### config.mk
export PLATFORM = sky130hd
export DESIGN_NAME = stepper_io
export DESIGN_NICKNAME = d
export VERILOG_FILES = /design/src/stepper_io_pkg.sv /design/src/io_bus_if.sv /design/src/io_bus_ctrl.sv /design/src/spi_master.sv /design/src/step_gen.sv /design/src/stepper_io.sv
export VERILOG_INCLUDE_DIRS = /design/src
export SDC_FILE = /design/constraint.sdc
export NUM_CORES = 1
export LEC_CHECK = 0
export BUFFER_PORTS_ARGS = -buffer_cell sky130_fd_sc_hd__buf_2
export CAP_MARGIN = 10
export CORE_UTILIZATION = 61
export CTS_CLUSTER_DIAMETER = 60
export DETAILED_ROUTE_END_ITERATION = 12
export GPL_ROUTABILITY_DRIVEN = 0
export PLACE_DENSITY = 0.88
export SLEW_MARGIN = 20
export SYNTH_ARGS = -nofsm -noshare
export SYNTH_HDL_FRONTEND = slang
export SYNTH_HIERARCHICAL = 1
export SYNTH_SLANG_ARGS = --single-unit
export TNS_END_PERCENT = 1
### constraint.sdc
create_clock -name clk_25mhz -period 8.69 [get_ports clk_25mhz]
set_input_delay 2.607 -clock clk_25mhz [delete_from_list [all_inputs] [get_ports clk_25mhz]]
set_output_delay 2.607 -clock clk_25mhz [all_outputs]
set_load 0.02 [all_outputs]
### src/stepper_io_defs.svh
// size, SPI clock divider and register offset macros for the stepper I/O block
`ifndef STEPPER_IO_DEFS_SVH
`define STEPPER_IO_DEFS_SVH

// SPI frame and chip selects
`define SPI_FRAME_BITS 40
`define SPI_CS_COUNT 12
// clock cycles per sck half period
`define SPI_HALF_DIV 4

// number of step/dir axes
`define STEP_CHANNELS 2

// byte offsets on the I/O bus
`define REG_SPI_TX_LO 8'h00
`define REG_SPI_TX_HI 8'h04
`define REG_SPI_RX_LO 8'h08
`define REG_SPI_RX_HI 8'h0C
`define REG_SPI_CTRL 8'h10
`define REG_SPI_STATUS 8'h14
// axis ch sits at these plus 8*ch
`define REG_STEP_PERIOD 8'h20
`define REG_STEP_CTRL 8'h24

`endif

### src/stepper_io_pkg.sv
// shared vector typedefs and the bus handshake state enum
`default_nettype none

package stepper_io_pkg;

`include "stepper_io_defs.svh"

  // bus side
  typedef logic [7:0] bus_addr_t;
  typedef logic [31:0] bus_word_t;
  // word index inside one peripheral window
  typedef logic [3:0] reg_index_t;

  // SPI
  typedef logic [`SPI_FRAME_BITS-1:0] spi_frame_t;
  typedef logic [3:0] cs_index_t;

  // step generator
  typedef logic [15:0] step_count_t;
  typedef logic [15:0] step_period_t;

  // four-phase responder states
  typedef enum logic [1:0] {
    idle,
    access,
    ack
  } bus_state_t;

endpackage

`default_nettype wire

### src/io_bus_if.sv
// register access interface between the bus controller and one peripheral
`timescale 1ns/10ps
`default_nettype none

interface io_bus_if;

  // one-cycle access strobe
  logic                      sel;
  logic                      we;
  stepper_io_pkg::reg_index_t idx;
  stepper_io_pkg::bus_word_t  wdata;
  // combinational read data from the peripheral
  stepper_io_pkg::bus_word_t  rdata;

  modport ctrl (
    output sel, we, idx, wdata,
    input  rdata
  );

  modport periph (
    input  sel, we, idx, wdata,
    output rdata
  );

endinterface

`default_nettype wire

### src/io_bus_ctrl.sv
// four-phase req/ack responder, peripheral address decoder and read data register
`timescale 1ns/10ps
`default_nettype none
`include "stepper_io_defs.svh"

module io_bus_ctrl (
  input  logic                      clk_25mhz,
  input  logic                      rst_n,
  input  logic                      req,
  input  logic                      we,
  input  stepper_io_pkg::bus_addr_t addr,
  input  stepper_io_pkg::bus_word_t wdata,
  output logic                      ack,
  output stepper_io_pkg::bus_word_t rdata,
  io_bus_if.ctrl                    spi_bus,
  io_bus_if.ctrl                    step_bus
);

  // step window starts at the first period register
  localparam stepper_io_pkg::bus_addr_t step_base = `REG_STEP_PERIOD;
  localparam stepper_io_pkg::bus_addr_t step_span =
    stepper_io_pkg::bus_addr_t'(8 * `STEP_CHANNELS);

  stepper_io_pkg::bus_state_t state;
  stepper_io_pkg::bus_addr_t  step_off;
  stepper_io_pkg::bus_word_t  read_mux;
  logic                       spi_hit;
  logic                       step_hit;
  logic                       in_access;

  // handshake
  always_ff @(posedge clk_25mhz) begin
    if (!rst_n) begin
      state <= stepper_io_pkg::idle;
    end else begin
      case (state)
        stepper_io_pkg::idle: begin
          if (req) begin
            state <= stepper_io_pkg::access;
          end
        end
        stepper_io_pkg::access: begin
          state <= stepper_io_pkg::ack;
        end
        stepper_io_pkg::ack: begin
          // hold while the master keeps req up
          if (!req) begin
            state <= stepper_io_pkg::idle;
          end
        end
        default: begin
          state <= stepper_io_pkg::idle;
        end
      endcase
    end
  end

  assign in_access = (state == stepper_io_pkg::access);
  assign ack       = (state == stepper_io_pkg::ack);

  // address decode
  assign spi_hit  = (addr < step_base);
  assign step_off = addr - step_base;
  assign step_hit = !spi_hit && (step_off < step_span);

  // master holds we/addr/wdata stable for the whole access
  assign spi_bus.sel   = in_access && spi_hit;
  assign spi_bus.we    = we;
  assign spi_bus.idx   = addr[5:2];
  assign spi_bus.wdata = wdata;

  assign step_bus.sel   = in_access && step_hit;
  assign step_bus.we    = we;
  assign step_bus.idx   = step_off[5:2];
  assign step_bus.wdata = wdata;

  // unmapped addresses read 0
  always_comb begin
    if (spi_hit) begin
      read_mux = spi_bus.rdata;
    end else if (step_hit) begin
      read_mux = step_bus.rdata;
    end else begin
      read_mux = '0;
    end
  end

  // valid from the rising ack onwards
  always_ff @(posedge clk_25mhz) begin
    if (in_access) begin
      rdata <= read_mux;
    end
  end

endmodule

`default_nettype wire

### src/spi_master.sv
// SPI master with tx/rx/control registers, mode-0 shift engine, sck divider, cs decode
`timescale 1ns/10ps
`default_nettype none
`include "stepper_io_defs.svh"

module spi_master (
  input  logic                     clk_25mhz,
  input  logic                     rst_n,
  input  logic                     miso,
  output logic                     sck,
  output logic                     mosi,
  output logic [`SPI_CS_COUNT-1:0] cs_n,
  io_bus_if.periph                 bus
);

  localparam int hi_bits = `SPI_FRAME_BITS - 32;
  localparam int div_w   = $clog2(`SPI_HALF_DIV + 1);
  localparam int cnt_w   = $clog2(`SPI_FRAME_BITS + 1);

  localparam stepper_io_pkg::reg_index_t idx_tx_lo  = 4'(`REG_SPI_TX_LO >> 2);
  localparam stepper_io_pkg::reg_index_t idx_tx_hi  = 4'(`REG_SPI_TX_HI >> 2);
  localparam stepper_io_pkg::reg_index_t idx_rx_lo  = 4'(`REG_SPI_RX_LO >> 2);
  localparam stepper_io_pkg::reg_index_t idx_rx_hi  = 4'(`REG_SPI_RX_HI >> 2);
  localparam stepper_io_pkg::reg_index_t idx_ctrl   = 4'(`REG_SPI_CTRL >> 2);
  localparam stepper_io_pkg::reg_index_t idx_status = 4'(`REG_SPI_STATUS >> 2);

  stepper_io_pkg::bus_word_t  tx_lo;
  logic [hi_bits-1:0]         tx_hi;
  stepper_io_pkg::spi_frame_t rx;
  stepper_io_pkg::spi_frame_t shreg;
  stepper_io_pkg::cs_index_t  cs_idx;
  stepper_io_pkg::cs_index_t  cs_act;
  logic                       ready;
  logic                       miso_bit;
  logic                       ctrl_wr;
  logic                       start;
  logic                       half_done;
  logic [div_w-1:0]           div_cnt;
  logic [cnt_w-1:0]           bit_cnt;

  assign ctrl_wr   = bus.sel && bus.we && (bus.idx == idx_ctrl);
  // start is dropped while a frame is running
  assign start     = ctrl_wr && bus.wdata[4] && ready;
  assign half_done = (div_cnt == div_w'(`SPI_HALF_DIV - 1));

  always_ff @(posedge clk_25mhz) begin
    if (bus.sel && bus.we && bus.idx == idx_tx_lo) begin
      tx_lo <= bus.wdata;
    end
    if (bus.sel && bus.we && bus.idx == idx_tx_hi) begin
      tx_hi <= bus.wdata[hi_bits-1:0];
    end
  end

  always_ff @(posedge clk_25mhz) begin
    if (!rst_n) begin
      cs_idx <= '0;
    end else if (ctrl_wr) begin
      cs_idx <= bus.wdata[3:0];
    end
  end

  // divider, sck, bit counter and ready sequencing
  always_ff @(posedge clk_25mhz) begin
    if (!rst_n) begin
      ready   <= 1'b1;
      sck     <= 1'b0;
      div_cnt <= '0;
      bit_cnt <= '0;
    end else if (start) begin
      ready   <= 1'b0;
      sck     <= 1'b0;
      div_cnt <= '0;
      bit_cnt <= '0;
    end else if (!ready) begin
      if (half_done) begin
        div_cnt <= '0;
        sck     <= !sck;
        if (sck) begin
          bit_cnt <= bit_cnt + 1'b1;
          if (bit_cnt == cnt_w'(`SPI_FRAME_BITS - 1)) begin
            ready <= 1'b1;
          end
        end
      end else begin
        div_cnt <= div_cnt + 1'b1;
      end
    end
  end

  // sample miso on the rising sck and shift on the falling sck
  always_ff @(posedge clk_25mhz) begin
    if (start) begin
      shreg  <= {tx_hi, tx_lo};
      cs_act <= bus.wdata[3:0];
    end else if (!ready && half_done) begin
      if (!sck) begin
        miso_bit <= miso;
      end else begin
        shreg <= {shreg[`SPI_FRAME_BITS-2:0], miso_bit};
        if (bit_cnt == cnt_w'(`SPI_FRAME_BITS - 1)) begin
          rx <= {shreg[`SPI_FRAME_BITS-2:0], miso_bit};
        end
      end
    end
  end

  assign mosi = !ready && shreg[`SPI_FRAME_BITS-1];

  // out-of-range index selects nothing
  always_comb begin
    for (int i = 0; i < `SPI_CS_COUNT; i++) begin
      cs_n[i] = !(!ready && cs_act == 4'(i));
    end
  end

  always_comb begin
    case (bus.idx)
      idx_tx_lo:  bus.rdata = tx_lo;
      idx_tx_hi:  bus.rdata = {{(32 - hi_bits){1'b0}}, tx_hi};
      idx_rx_lo:  bus.rdata = rx[31:0];
      idx_rx_hi:  bus.rdata = {{(32 - hi_bits){1'b0}}, rx[`SPI_FRAME_BITS-1:32]};
      idx_ctrl:   bus.rdata = {28'b0, cs_idx};
      idx_status: bus.rdata = {31'b0, ready};
      default:    bus.rdata = '0;
    endcase
  end

endmodule

`default_nettype wire

### src/step_gen.sv
// per-axis step period and count registers with step pulse timers
`timescale 1ns/10ps
`default_nettype none
`include "stepper_io_defs.svh"

module step_gen (
  input  logic                      clk_25mhz,
  input  logic                      rst_n,
  output logic [`STEP_CHANNELS-1:0] step,
  output logic [`STEP_CHANNELS-1:0] dir,
  io_bus_if.periph                  bus
);

  stepper_io_pkg::step_period_t period [`STEP_CHANNELS];
  stepper_io_pkg::step_period_t timer  [`STEP_CHANNELS];
  stepper_io_pkg::step_count_t  count  [`STEP_CHANNELS];
  logic                         wr;

  assign wr = bus.sel && bus.we;

  // idx bit 0 picks ctrl over period, upper bits pick the axis
  always_ff @(posedge clk_25mhz) begin
    if (!rst_n) begin
      for (int ch = 0; ch < `STEP_CHANNELS; ch++) begin
        period[ch] <= '0;
        timer[ch]  <= '0;
        count[ch]  <= '0;
        dir[ch]    <= 1'b0;
        step[ch]   <= 1'b0;
      end
    end else begin
      for (int ch = 0; ch < `STEP_CHANNELS; ch++) begin
        step[ch] <= 1'b0;
        if (wr && bus.idx[3:1] == 3'(ch) && !bus.idx[0]) begin
          period[ch] <= bus.wdata[15:0];
        end
        if (wr && bus.idx[3:1] == 3'(ch) && bus.idx[0]) begin
          dir[ch]   <= bus.wdata[0];
          count[ch] <= bus.wdata[31:16];
          timer[ch] <= '0;
        end else if (count[ch] != '0) begin
          // one pulse every period+1 cycles
          if (timer[ch] == period[ch]) begin
            timer[ch] <= '0;
            step[ch]  <= 1'b1;
            count[ch] <= count[ch] - 1'b1;
          end else begin
            timer[ch] <= timer[ch] + 1'b1;
          end
        end
      end
    end
  end

  always_comb begin
    bus.rdata = '0;
    for (int ch = 0; ch < `STEP_CHANNELS; ch++) begin
      if (bus.idx[3:1] == 3'(ch)) begin
        // ctrl reads back the live remaining count
        bus.rdata = bus.idx[0] ? {count[ch], 15'b0, dir[ch]} : {16'b0, period[ch]};
      end
    end
  end

endmodule

`default_nettype wire

### src/stepper_io.sv
// top level of the I/O block: bus controller, SPI master and step generator
`timescale 1ns/10ps
`default_nettype none
`include "stepper_io_defs.svh"

module stepper_io (
  input  logic                      clk_25mhz,
  input  logic                      rst_n,
  // four-phase bus from the master
  input  logic                      req,
  input  logic                      we,
  input  stepper_io_pkg::bus_addr_t addr,
  input  stepper_io_pkg::bus_word_t wdata,
  output logic                      ack,
  output stepper_io_pkg::bus_word_t rdata,
  // SPI pins
  input  logic                      miso,
  output logic                      sck,
  output logic                      mosi,
  output logic [`SPI_CS_COUNT-1:0]  cs_n,
  // motor axes
  output logic [`STEP_CHANNELS-1:0] step,
  output logic [`STEP_CHANNELS-1:0] dir
);

  io_bus_if spi_bus ();
  io_bus_if step_bus ();

  io_bus_ctrl io_bus_ctrl_i (
    .clk_25mhz (clk_25mhz),
    .rst_n     (rst_n),
    .req       (req),
    .we        (we),
    .addr      (addr),
    .wdata     (wdata),
    .ack       (ack),
    .rdata     (rdata),
    .spi_bus   (spi_bus.ctrl),
    .step_bus  (step_bus.ctrl)
  );

  spi_master spi_master_i (
    .clk_25mhz (clk_25mhz),
    .rst_n     (rst_n),
    .miso      (miso),
    .sck       (sck),
    .mosi      (mosi),
    .cs_n      (cs_n),
    .bus       (spi_bus.periph)
  );

  step_gen step_gen_i (
    .clk_25mhz (clk_25mhz),
    .rst_n     (rst_n),
    .step      (step),
    .dir       (dir),
    .bus       (step_bus.periph)
  );

endmodule

`default_nettype wire

==> results.cfg <==
[timing]
layout_setup_ws_ns = 2.725
clock.fmax_ghz = 0.1676
totalNegativeSetupSlack_ns = 0
hold_slack_ns = 0.4444
hold_viol = 0
fin_worst_skew_ns = 0.02019
period_share_pct = 68.64
worst_pin_slew_ns = 1.129
timing.max_slew.rel_slack_pct = 24.70
rsz_0062_raised_after_global_routing = false
min_period_ns = 5.965
final_max_slew_viol_count = 0
final_report_setup_violation_count = 0

[setup_path]
worstSetupEndpointType = flip-flop
launch_point_of_the_worst_reg_to_reg_path = io_bus_ctrl_i/state[0]$_SDFFE_PN0P_
worst_ep_arrival_time_ns = 6.16
path_class = input port to flip-flop
worstPathRequired_ns = 8.88
worstPathMaxFanout = 33
critical_path.startpoint = addr[5]
cp-start-kind = input port

[grt]
antenna_violations_before_repair = 0
largest_net_degree_at_the_start_of_global_routing = 45
grt.overflow.total = 0
grt_use_total_pct = 27.41
grt_pass1_vias = 8524
grt_first_pass_wirelength_mm = 46.78

[cts]
post_cts.resized_instances = 0
cts_tree = yes
cts.htree.levels = 1
path_clk_slew_ns = 0.06
numCtsBuffers = 29
ctsLongestPathBuffers = 3
worstSkewPairLatency_ns = 0.56
clock_sinks = 274
post_cts_buffers = 0
cts_root_buf = clkbuf_16
hold_buffers = 0

[synth]
synthFlopType = edfxtp_1
synth_enable_flop_cells = 253
synth.avg_cell_area_um2 = 12.64
synth.cell_area_mm2 = 0.01350
synth_common_cells = edfxtp_1, nor2_1, buf_4
synth_seq_cells = 274
synth-warning-count = 6
async_flop_share_pct = 0
yosysSeqAreaShare_pct = 59.40
netlist-cell-type-count = 63
synth_top_cell_area_share_pct = 56.29
synth.largest_area_cell = edfxtp_1
netlist_instances = 1068
yosys.cell_count.top_type = edfxtp_1
synth.top_cells.by_area = edfxtp_1, buf_4, mux2_2, dfxtp_1, xnor2_1
synthesis.nets = 1121

[placement]
dpl_worst_slack_ns = 2.231
port-buffer-count = 93
hpwl_mm = 19.78

[detailed_routing]
detailedRoute.firstPassIterationCount = 6
vias_per_cell = 6.551
route.detailed.drc = 0
antenna_violating_nets_post_route = 0
drt_iter0_markers = 1194
routedWlPerCell_um = 22.66
dr_total_vias = 9053
finalWirelength_mm = 31.32

[hold_path]
worstHoldStart = spi_master_i/shreg[23]$_DFFE_PP_
hold_path_class = flip-flop to flip-flop

[outcome]
status = complete, no violations

[die]
core.rowCount = 54
fp.dieW_um = 150.7
boundaryPins = 96
effective_utilization_at_floorplan_pct = 62.04
die-area_mm2 = 0.02272
design.core.area_mm2 = 0.02176
chipHeight_um = 150.7

[cells_and_area]
nNetsFinal = 1135
n_fill_cell = 1551
area_growth_syn_to_layout_pct = 7.722
finish.utilization_pct = 66.83
antenna-diode-count = 0
drive_above_1_share_pct = 19.42

[power_and_ir_drop]
total_power_w = 0.002760
highest_ir_drop_seen_on_vdd_v = 0.0001509
power_density_over_the_cells_mw_per_mm2 = 189.8
power.leakage_nw = 4.989

[job]
max-cap-violations = 0
-- routing by layer --
layer | wire length, µm | up-vias | track usage (%)
met5 | 0 | - | 0
met4 | 1215 | 0 | 11.50
met3 | 2994 | 81 | 4.000
met2 | 15160 | 579 | 44.52
met1 | 11950 | 4429 | 36.96
li1 | - | 3964 | -
-- state kept, by name, indices dropped and copies added (netlist names) --
name	count
spi_master_i/rx	40
io_bus_ctrl_i/rdata	32
io_bus_ctrl_i/state	2
spi_master_i/cs_idx	4
spi_master_i/cs_act	4
step_gen_i/period	32
spi_master_i/shreg	40
spi_master_i/miso_bit	1
step_gen_i/step	2
spi_master_i/tx_hi	8
step_gen_i/count	32
spi_master_i/tx_lo	32
step_gen_i/timer	32
spi_master_i/div_cnt	3
step_gen_i/dir	2
spi_master_i/ready	1
spi_master_i/sck	1
spi_master_i/bit_cnt	6
-- path summary, 6_finish.rpt --
check	cells after the start	endpoint	slack (ns)
max	11	step_gen_i/count[0][12]$_SDFFCE_PP0P_	2.72
min	0	spi_master_i/rx[24]$_DFFE_PP_	0.44
max reg2reg	8	step_gen_i/count[1][13]$_DFFE_PP_	4.93
min reg2reg	0	spi_master_i/rx[24]$_DFFE_PP_	0.44
-- through the flow --
step | cell area, µm² | cells
after global routing | 14540 | 1382
after global placement | 13660 | 1331
final | 14540 | 1382
after floorplan | 13500 | 1068
after detailed placement | 13660 | 1331
after CTS | 14540 | 1382
-- logic make-up after synthesis --
logic type / count (synthesis) / synth area share [%]
AO/OA/AOI/OAI: 167 / 9.409
adder cells (fa/ha/maj): 8 / 0.7417
multiplexers: 58 / 4.672
XOR/XNOR: 90 / 5.896
AND/OR/NAND/NOR: 333 / 13.43
flip-flops: 274 / 59.40
buffers and inverters: 138 / 6.443
-- critical path: stages --
cell and delay [ns]:
buf_2 0.22, inv_1 0.17, ha_1 0.31, and2_1 0.14
buf_4 0.26, and4b_1 0.27, nand3_1 0.20, o21ai_0 0.20
nor2_1 0.28, and2_1 0.92, or2_2 0.56
-- power breakdown --
part	switching, W	internal (W)	leakage (nW)
logic	0.0000896	0.0000446	1.89
clock network	0.000500	0.000657	0.434
registers	0.0000195	0.00145	2.66
total	0.000609	0.00215	4.99
-- layout make-up --
class	count	area (µm²)	share of cell area, %
clock buffers	37	775.7	5.336
clock inverters	14	101.3	0.6971
inverters	12	45.04	0.3098
multi-input cells	656	4663	32.07
flip-flops and latches	274	8018	55.15
well taps	280	350.3	2.410
repair buffers	109	585.6	4.028
-- cell usage in the layout (no fill, tap or decap), types with 21 or more instances in the layout --
master,instances
nor2_1,77
nand2_1,65
a22oi_1,35
edfxtp_1,253
a32o_1,32
buf_2,93
and2_1,21
dfxtp_1,21
xnor2_1,48
nor2b_1,53
o21ai_0,27
mux2_2,39
xor2_1,41
a22o_1,24
clkbuf_16,29
No activity file was read; power rests on OpenSTA's default activity.
